===== src/common/fetch_pkg.sv =====
`default_nettype none

package fetch_pkg;

	// basic rv32i word, used for pcs and branch targets
	typedef logic [31:0] rv32i_word;

	localparam rv32i_word RESET_PC = 32'h0000_0000;	// first fetch address

	// decoder side buffering, one credit per packet slot
	localparam int FETCH_CREDITS = 4;
	localparam int CREDIT_W = 3;	// holds 0..FETCH_CREDITS

	// gshare sizing, history width equals counter index width
	localparam int GHR_W = 6;
	localparam int PHT_ENTRIES = 64;
	localparam int PHT_IDX_W = $clog2(PHT_ENTRIES);

	// direct mapped btb, indexed by pc[5:2]
	localparam int BTB_ENTRIES = 16;
	localparam int BTB_IDX_W = 4;
	localparam int BTB_TAG_W = 26;	// pc[31:6]

	// 2-bit saturating counter, msb set means taken
	typedef logic [1:0] counter_t;
	localparam counter_t CNT_INIT = 2'd1;	// weakly not taken
	localparam counter_t CNT_MAX = 2'd3;
	localparam counter_t CNT_MIN = 2'd0;

	typedef logic [GHR_W-1:0] ghr_t;

	typedef struct packed {
		logic valid;
		logic [BTB_TAG_W-1:0] tag;
		rv32i_word target;
	} btb_entry_t;

	localparam btb_entry_t BTB_INIT = '0;	// all entries invalid

	// one packet towards decode
	typedef struct packed {
		logic valid;
		rv32i_word pc;
		logic pred_taken;
		rv32i_word pred_target;	// next pc fetch really went to
		ghr_t ghr;	// history snapshot at lookup
	} fetch_packet_t;

	// resolution of one control flow instruction from execute
	typedef struct packed {
		logic valid;
		rv32i_word pc;
		logic taken;	// actual outcome
		rv32i_word target;	// actual taken target
		logic pred_taken;	// echoed from the packet
		rv32i_word pred_target;
		ghr_t ghr;
	} resolve_t;

	// lookup result from gshare + btb into fetch_stage
	typedef struct packed {
		logic taken;
		logic hit;
		rv32i_word target;
	} predict_t;

endpackage

`default_nettype wire


===== src/fetch/branch_target_buffer.sv =====
`timescale 1ns/1ps
`default_nettype none

module branch_target_buffer (
	input logic clk,
	input logic rst_n,
	input fetch_pkg::rv32i_word fetch_pc,
	output logic hit,
	output fetch_pkg::rv32i_word target,
	input fetch_pkg::resolve_t resolve
);

	import fetch_pkg::*;

	logic [BTB_IDX_W-1:0] rd_idx;
	logic [BTB_IDX_W-1:0] wr_idx;
	logic [BTB_TAG_W-1:0] rd_tag;
	btb_entry_t rd_entry;
	btb_entry_t old_entry;
	btb_entry_t fill_entry;
	logic fill;

	// lookup side, index pc[5:2] and tag pc[31:6]
	assign rd_idx = fetch_pc[BTB_IDX_W+1:2];
	assign rd_tag = fetch_pc[31:BTB_IDX_W+2];

	assign hit = rd_entry.valid && (rd_entry.tag == rd_tag);
	assign target = rd_entry.target;	// only meaningful with hit

	// fill side from execute
	assign wr_idx = resolve.pc[BTB_IDX_W+1:2];

	always_comb
	begin
		fill_entry.valid = 1'b1;
		fill_entry.tag = resolve.pc[31:BTB_IDX_W+2];
		fill_entry.target = resolve.target;	// actual taken target
	end

	// taken branches fill, skip the write when the entry already matches
	assign fill = resolve.valid && resolve.taken && (old_entry != fill_entry);

	predictor_table #(
		.entry_t(btb_entry_t),
		.DEPTH(BTB_ENTRIES),
		.INIT(BTB_INIT)
	) u_btb_store (
		.clk(clk),
		.rst_n(rst_n),
		.rd_idx(rd_idx),
		.rd_data(rd_entry),
		.wr_en(fill),
		.wr_idx(wr_idx),
		.wr_data(fill_entry),
		.wr_old_data(old_entry)
	);

endmodule

`default_nettype wire


===== src/fetch/fetch_stage.sv =====
`timescale 1ns/1ps
`default_nettype none

module fetch_stage (
	input logic clk,
	input logic rst_n,
	input fetch_pkg::predict_t pred,
	input fetch_pkg::ghr_t ghr,
	output fetch_pkg::rv32i_word fetch_pc,
	output fetch_pkg::fetch_packet_t pkt,
	input logic credit_return,
	input fetch_pkg::resolve_t resolve
);

	import fetch_pkg::*;

	rv32i_word pc_q;
	logic [CREDIT_W-1:0] credits_q;
	logic active_q;	// low until the first edge after reset release

	rv32i_word seq_pc;	// pc + 4
	rv32i_word pred_next;	// where this fetch goes next
	rv32i_word actual_next;	// where the resolved branch really went
	logic use_target;
	logic mispredict;
	logic fire;	// a packet leaves this cycle

	assign seq_pc = pc_q + 32'd4;

	// predicted target only with a valid btb entry
	assign use_target = pred.taken && pred.hit;
	assign pred_next = use_target ? pred.target : seq_pc;

	// mispredict check, compare real next pc with what fetch followed
	always_comb
	begin
		if (resolve.taken)
			actual_next = resolve.target;
		else
			actual_next = resolve.pc + 32'd4;
		mispredict = resolve.valid && (actual_next != resolve.pred_target);
	end

	// redirect wins over a new packet, zero credits is back-pressure
	assign fire = active_q && (credits_q != '0) && !mispredict;

	always_ff @(posedge clk or negedge rst_n)
	begin
		if (!rst_n)
			active_q <= 1'b0;
		else
			active_q <= 1'b1;
	end

	// pc register with next pc select
	always_ff @(posedge clk or negedge rst_n)
	begin
		if (!rst_n)
			pc_q <= RESET_PC;
		else if (mispredict)
			pc_q <= actual_next;	// redirect
		else if (fire)
			pc_q <= pred_next;	// sequential or predicted
	end

	// credit counter, spend and return may coincide
	// decoder never returns more than it got, so no overflow
	always_ff @(posedge clk or negedge rst_n)
	begin
		if (!rst_n)
			credits_q <= CREDIT_W'(FETCH_CREDITS);
		else
			credits_q <= credits_q - CREDIT_W'(fire) + CREDIT_W'(credit_return);
	end

	// packet assembly, combinational from pc and tables
	always_comb
	begin
		pkt.valid = fire;
		pkt.pc = pc_q;
		pkt.pred_taken = use_target;
		pkt.pred_target = pred_next;
		pkt.ghr = ghr;	// snapshot, echoed back at resolve for training
	end

	assign fetch_pc = pc_q;	// lookup address for both predictors

endmodule

`default_nettype wire


===== src/fetch/gshare_predictor.sv =====
`timescale 1ns/1ps
`default_nettype none

module gshare_predictor (
	input logic clk,
	input logic rst_n,
	input fetch_pkg::rv32i_word fetch_pc,
	output logic taken,
	output fetch_pkg::ghr_t ghr,
	input fetch_pkg::resolve_t resolve
);

	import fetch_pkg::*;

	ghr_t ghr_q;	// history of resolved outcomes, newest in bit 0

	logic [PHT_IDX_W-1:0] rd_idx;
	logic [PHT_IDX_W-1:0] wr_idx;
	counter_t rd_cnt;
	counter_t old_cnt;
	counter_t new_cnt;

	// lookup hashes fetch pc with live history
	assign rd_idx = ghr_q ^ fetch_pc[PHT_IDX_W+1:2];
	// training uses the history echoed back with the branch, the one the lookup saw
	assign wr_idx = resolve.ghr ^ resolve.pc[PHT_IDX_W+1:2];

	// saturating up/down
	always_comb
	begin
		new_cnt = old_cnt;
		if (resolve.taken && (old_cnt != CNT_MAX))
			new_cnt = old_cnt + 2'd1;
		else if (!resolve.taken && (old_cnt != CNT_MIN))
			new_cnt = old_cnt - 2'd1;
	end

	predictor_table #(
		.entry_t(counter_t),
		.DEPTH(PHT_ENTRIES),
		.INIT(CNT_INIT)
	) u_pht (
		.clk(clk),
		.rst_n(rst_n),
		.rd_idx(rd_idx),
		.rd_data(rd_cnt),
		.wr_en(resolve.valid),	// every resolve trains
		.wr_idx(wr_idx),
		.wr_data(new_cnt),
		.wr_old_data(old_cnt)
	);

	// no speculative update, history only moves on resolve
	always_ff @(posedge clk or negedge rst_n)
	begin
		if (!rst_n)
			ghr_q <= '0;
		else if (resolve.valid)
			ghr_q <= {ghr_q[GHR_W-2:0], resolve.taken};
	end

	assign taken = rd_cnt[1];	// counters 2,3 predict taken
	assign ghr = ghr_q;

endmodule

`default_nettype wire


===== src/logic/fetch_top.sv =====
`timescale 1ns/1ps
`default_nettype none

module fetch_top (
	input logic clk,
	input logic rst_n,
	output fetch_pkg::fetch_packet_t pkt,
	input logic credit_return,
	input fetch_pkg::resolve_t resolve
);

	import fetch_pkg::*;

	rv32i_word fetch_pc;
	ghr_t ghr;
	logic gs_taken;	// direction only
	logic btb_hit;
	rv32i_word btb_target;
	predict_t pred;

	// taken needs both a taken counter and a known target
	assign pred.taken = gs_taken & btb_hit;
	assign pred.hit = btb_hit;
	assign pred.target = btb_target;

	fetch_stage u_fetch_stage (
		.clk(clk),
		.rst_n(rst_n),
		.pred(pred),
		.ghr(ghr),
		.fetch_pc(fetch_pc),
		.pkt(pkt),
		.credit_return(credit_return),
		.resolve(resolve)
	);

	gshare_predictor u_gshare (
		.clk(clk),
		.rst_n(rst_n),
		.fetch_pc(fetch_pc),
		.taken(gs_taken),
		.ghr(ghr),
		.resolve(resolve)	// same resolve as fetch_stage sees
	);

	branch_target_buffer u_btb (
		.clk(clk),
		.rst_n(rst_n),
		.fetch_pc(fetch_pc),
		.hit(btb_hit),
		.target(btb_target),
		.resolve(resolve)
	);

endmodule

`default_nettype wire


===== src/logic/predictor_table.sv =====
`timescale 1ns/1ps
`default_nettype none

// generic register table, comb read, clocked write
module predictor_table #(
	parameter type entry_t = logic,
	parameter int DEPTH = 16,
	parameter entry_t INIT = '0
) (
	input logic clk,
	input logic rst_n,
	input logic [$clog2(DEPTH)-1:0] rd_idx,
	output entry_t rd_data,
	input logic wr_en,
	input logic [$clog2(DEPTH)-1:0] wr_idx,
	input entry_t wr_data,
	output entry_t wr_old_data	// current content at wr_idx, for read-modify-write
);

	entry_t mem [DEPTH];

	always_ff @(posedge clk or negedge rst_n)
	begin
		if (!rst_n)
		begin
			for (int i = 0; i < DEPTH; i++)
			begin
				mem[i] <= INIT;	// every slot back to its init value
			end
		end
		else if (wr_en)
		begin
			mem[wr_idx] <= wr_data;	// visible to reads next cycle
		end
	end

	assign rd_data = mem[rd_idx];	// lookup port
	assign wr_old_data = mem[wr_idx];	// training port

endmodule

`default_nettype wire


===== config.mk =====
export PLATFORM = sky130hd
export DESIGN_NAME = fetch_top
export DESIGN_NICKNAME = d
export VERILOG_FILES = /design/src/common/fetch_pkg.sv /design/src/fetch/branch_target_buffer.sv /design/src/fetch/fetch_stage.sv /design/src/fetch/gshare_predictor.sv /design/src/logic/fetch_top.sv /design/src/logic/predictor_table.sv
export SDC_FILE = /design/constraint.sdc
export NUM_CORES = 2
export LEC_CHECK = 0
export BUFFER_PORTS_ARGS = -buffer_cell sky130_fd_sc_hd__clkbuf_2
export CAP_MARGIN = 25
export CORE_ASPECT_RATIO = 2
export CORE_MARGIN = 2
export CORE_UTILIZATION = 55
export DETAILED_ROUTE_END_ITERATION = 8
export PLACE_DENSITY = 0.72
export SETUP_SLACK_MARGIN = 0.2
export SKIP_LAST_GASP = 1
export SLEW_MARGIN = 20
export SYNTH_ARGS = -nofsm -noshare
export SYNTH_HDL_FRONTEND = slang
export SYNTH_HIERARCHICAL = 1
export SYNTH_SLANG_ARGS = --single-unit

===== constraint.sdc =====
create_clock -name clk -period 5.23 [get_ports clk]
set_clock_uncertainty 0.2 [all_clocks]
set_input_delay 0 -clock clk [delete_from_list [all_inputs] [get_ports clk]]
set_output_delay 0 -clock clk [all_outputs]
set_load 0.005 [all_outputs]

==> results.sh <==
export IMPL_status="completed"
export IMPL_crit_type="flop to primary output"
export IMPL_drv_slew=0
export IMPL_maxCapViolCount=0
export IMPL_r2r_slack_ps=570
export IMPL_crit_path_max_incr_delay_ps=570
export IMPL_antenna_found_initial=7
export IMPL_cts_tree="yes"
export IMPL_initialDrtViolationCount=5111
export IMPL_finalHoldViolations=0
export IMPL_layout_drive_gt1_share=0.498
export IMPL_io_buffers=178
export IMPL_final_cell_area_mm2=0.0715
export IMPL_numCtsBuffers=100
export IMPL_post_drt_wl_per_cell_um=33.2
export IMPL_fp_dieH_um=481
export IMPL_path_cells="buf_12 -> buf_16 -> buf_4 -> mux4_2 -> a22oi_2 -> nand2_1 -> xnor2_1 -> nand4_1 -> or4_4 -> nor4_4 -> and2_4 -> nand2_8 -> buf_12 -> a21oi_2 -> buf_4 -> clkbuf_2"
export IMPL_clock_sinks=1114
export IMPL_slew_headroom=0.253
export IMPL_fin_cells=6303
export IMPL_powerDensity_mw_per_mm2=420
export IMPL_max_freq_mhz=202
export IMPL_critPathRequiredTime_ps=5030
export IMPL_vdd_drop_max_mv=0.368
export IMPL_cts_root_buf="clkbuf_16"
export IMPL_setup_viol=0
export IMPL_grt_pass1_vias=45300
export IMPL_whs_path_depth=7
export IMPL_dr_pass1_iters=6
export IMPL_wl_um=209000
export IMPL_grtUsageTotal=0.359
export IMPL_postRouteAntennaNets=0
export IMPL_cp_end_kind="primary output"
export IMPL_grt_overflow=0
export IMPL_synthesis_area_mm2=0.0625
export IMPL_start_util=0.552
export IMPL_path_max_fanout=28
export IMPL_cts_buffer_depth=3
export IMPL_dp_hpwl_um=141000
export IMPL_synth_warning_count=6
export IMPL_h_tree_depth=3
export IMPL_grt_max_degree=186
export IMPL_period_minus_slack_ps=4950
export IMPL_placed_area_mm2=0.0665
export IMPL_rsz0062_at_grt="true"
export IMPL_die_area_mm2=0.117
export IMPL_fill_cells=8371
export IMPL_nets=4824
export IMPL_finalCritPeriodShare=0.947
export IMPL_multi_input_area_mm2=0.0327
export IMPL_dpl_cell_count=5990
export IMPL_die_x_um=242
export IMPL_p_leak_nw=30.9
export IMPL_vias=43900
export IMPL_core_region_area_mm2=0.113
export IMPL_worst_r2r_path_depth=16
export IMPL_tns_ps=0
export IMPL_drcViolationCount=0
export IMPL_synth_area_per_cell_um2=14.0
export IMPL_crit_path_top_delay_cell="or4_4"
export IMPL_rows=175
export IMPL_area_growth_pct=14.4
export IMPL_regArea_mm2=0.0280
export IMPL_clkTransAtPathRegs_ps=70
export IMPL_place_congestion=1.04
export IMPL_crit_path_start_kind="flop"
export IMPL_hp_class="primary input to flop"
export IMPL_grt_pass1_wl_um=307000
export IMPL_tightest_slew_ps=1110
export IMPL_io_pins=180
export IMPL_cp_data_arrival_time_ps=4750
export IMPL_syn_inst=4467
export IMPL_viasPerCell=6.97
export IMPL_clk_insertion_delay_late_ps=740
==> routing by layer <==
metal	GRT usage	part of all wire
met5	0	0
met1	0.460	0.36
met4	0.223	0.071
met3	0.0771	0.099
met2	0.562	0.47
==> flip-flops by register name, summed over array words and instances, names as in the netlist <==
signal,cells
u_btb/u_btb_store/mem,944
u_fetch_stage/active_q,1
u_fetch_stage/credits_q,3
u_fetch_stage/fetch_pc,32
u_gshare/ghr,6
u_gshare/u_pht/mem,128
==> per-stage QoR <==
| stage | hold WS (ps) | setup WS [ps] | total power [W] | utilization |
|---|---|---|---|---|
| after floorplan | -496 | 711 | 0.0181 | - |
| after CTS | 38.7 | 177 | 0.0297 | 0.627 |
| after detailed placement | -47.1 | 312 | 0.0216 | 0.587 |
| final | 144 | 279 | 0.0300 | 0.631 |
| after global routing | 84.9 | 189 | 0.0311 | 0.631 |
| after global placement | -40.6 | 316 | 0.0211 | 0.587 |
==> cells in the final DEF, fill, tap and decap left out, types with 23 or more instances in the layout <==
master,n
clkbuf_16,104
mux2_2,1062
xor2_1,55
nor4_1,23
inv_1,34
clkbuf_1,24
mux4_2,486
mux2i_1,85
mux2_4,26
o22ai_1,26
dfrtp_1,1046
nand4_1,41
a21oi_1,57
buf_4,220
a22oi_1,245
dlygate4sd3_1,80
xnor2_1,111
clkbuf_2,174
nor2_1,104
dfstp_2,65
buf_12,81
nand2_1,189
nand3_1,49
==> power by group <==
group | switching [W] | internal (W)
Sequential | 0.00149 | 0.0106
Combinational | 0.00496 | 0.00507
Clock | 0.00348 | 0.00444
Total | 0.00993 | 0.0201
==> area by class of cell <==
cell class	count	area share
Multi-Input combinational cell	2880	0.457
Sequential cell	1114	0.391
Timing Repair Buffer	574	0.0747
Clock buffer	146	0.0410
Tap cell	1504	0.0263
Clock inverter	40	0.00744
Inverter	39	0.00207
Antenna cell	6	0.000210
==> path summary, 6_finish.rpt <==
| check | start | endpoint |
|---|---|---|
| worst max-delay path | u_fetch_stage/fetch_pc[2] | pkt[23] |
| worst min-delay path | resolve[3] | u_gshare/u_pht/mem[47] |
| worst max register to register | u_fetch_stage/fetch_pc[2] | u_fetch_stage/fetch_pc[13] |
| worst min register to register | u_gshare/u_pht/mem[123] | u_gshare/u_pht/mem[123] |
| max in group asynchronous | rst_n | u_btb/u_btb_store/mem[9] |
| min in group asynchronous | rst_n | u_btb/u_btb_store/mem[613] |
==> what timing repair did <==
item | in CTS | in global routing
endpoints found under the hold margin | 1463 | 0
setup endpoints to repair | 33 | 33
hold buffers | 81 | 0
resized for setup | 20 | 32
gates cloned | 4 | 1
setup buffers | 9 | 26
pin swaps | 3 | 12
==> critical path: cells and delay by family, from the launching register on <==
kind                      cells  cell delay (ps)
AOI/OAI and AO/OA             2              400
muxes                         1              450
buffers and inverters         6              930
xor gates and xnor gates      1              170
DFF                           1              530
and+or+nand+nor               6             1530
(Power assumes the default switching activity.)
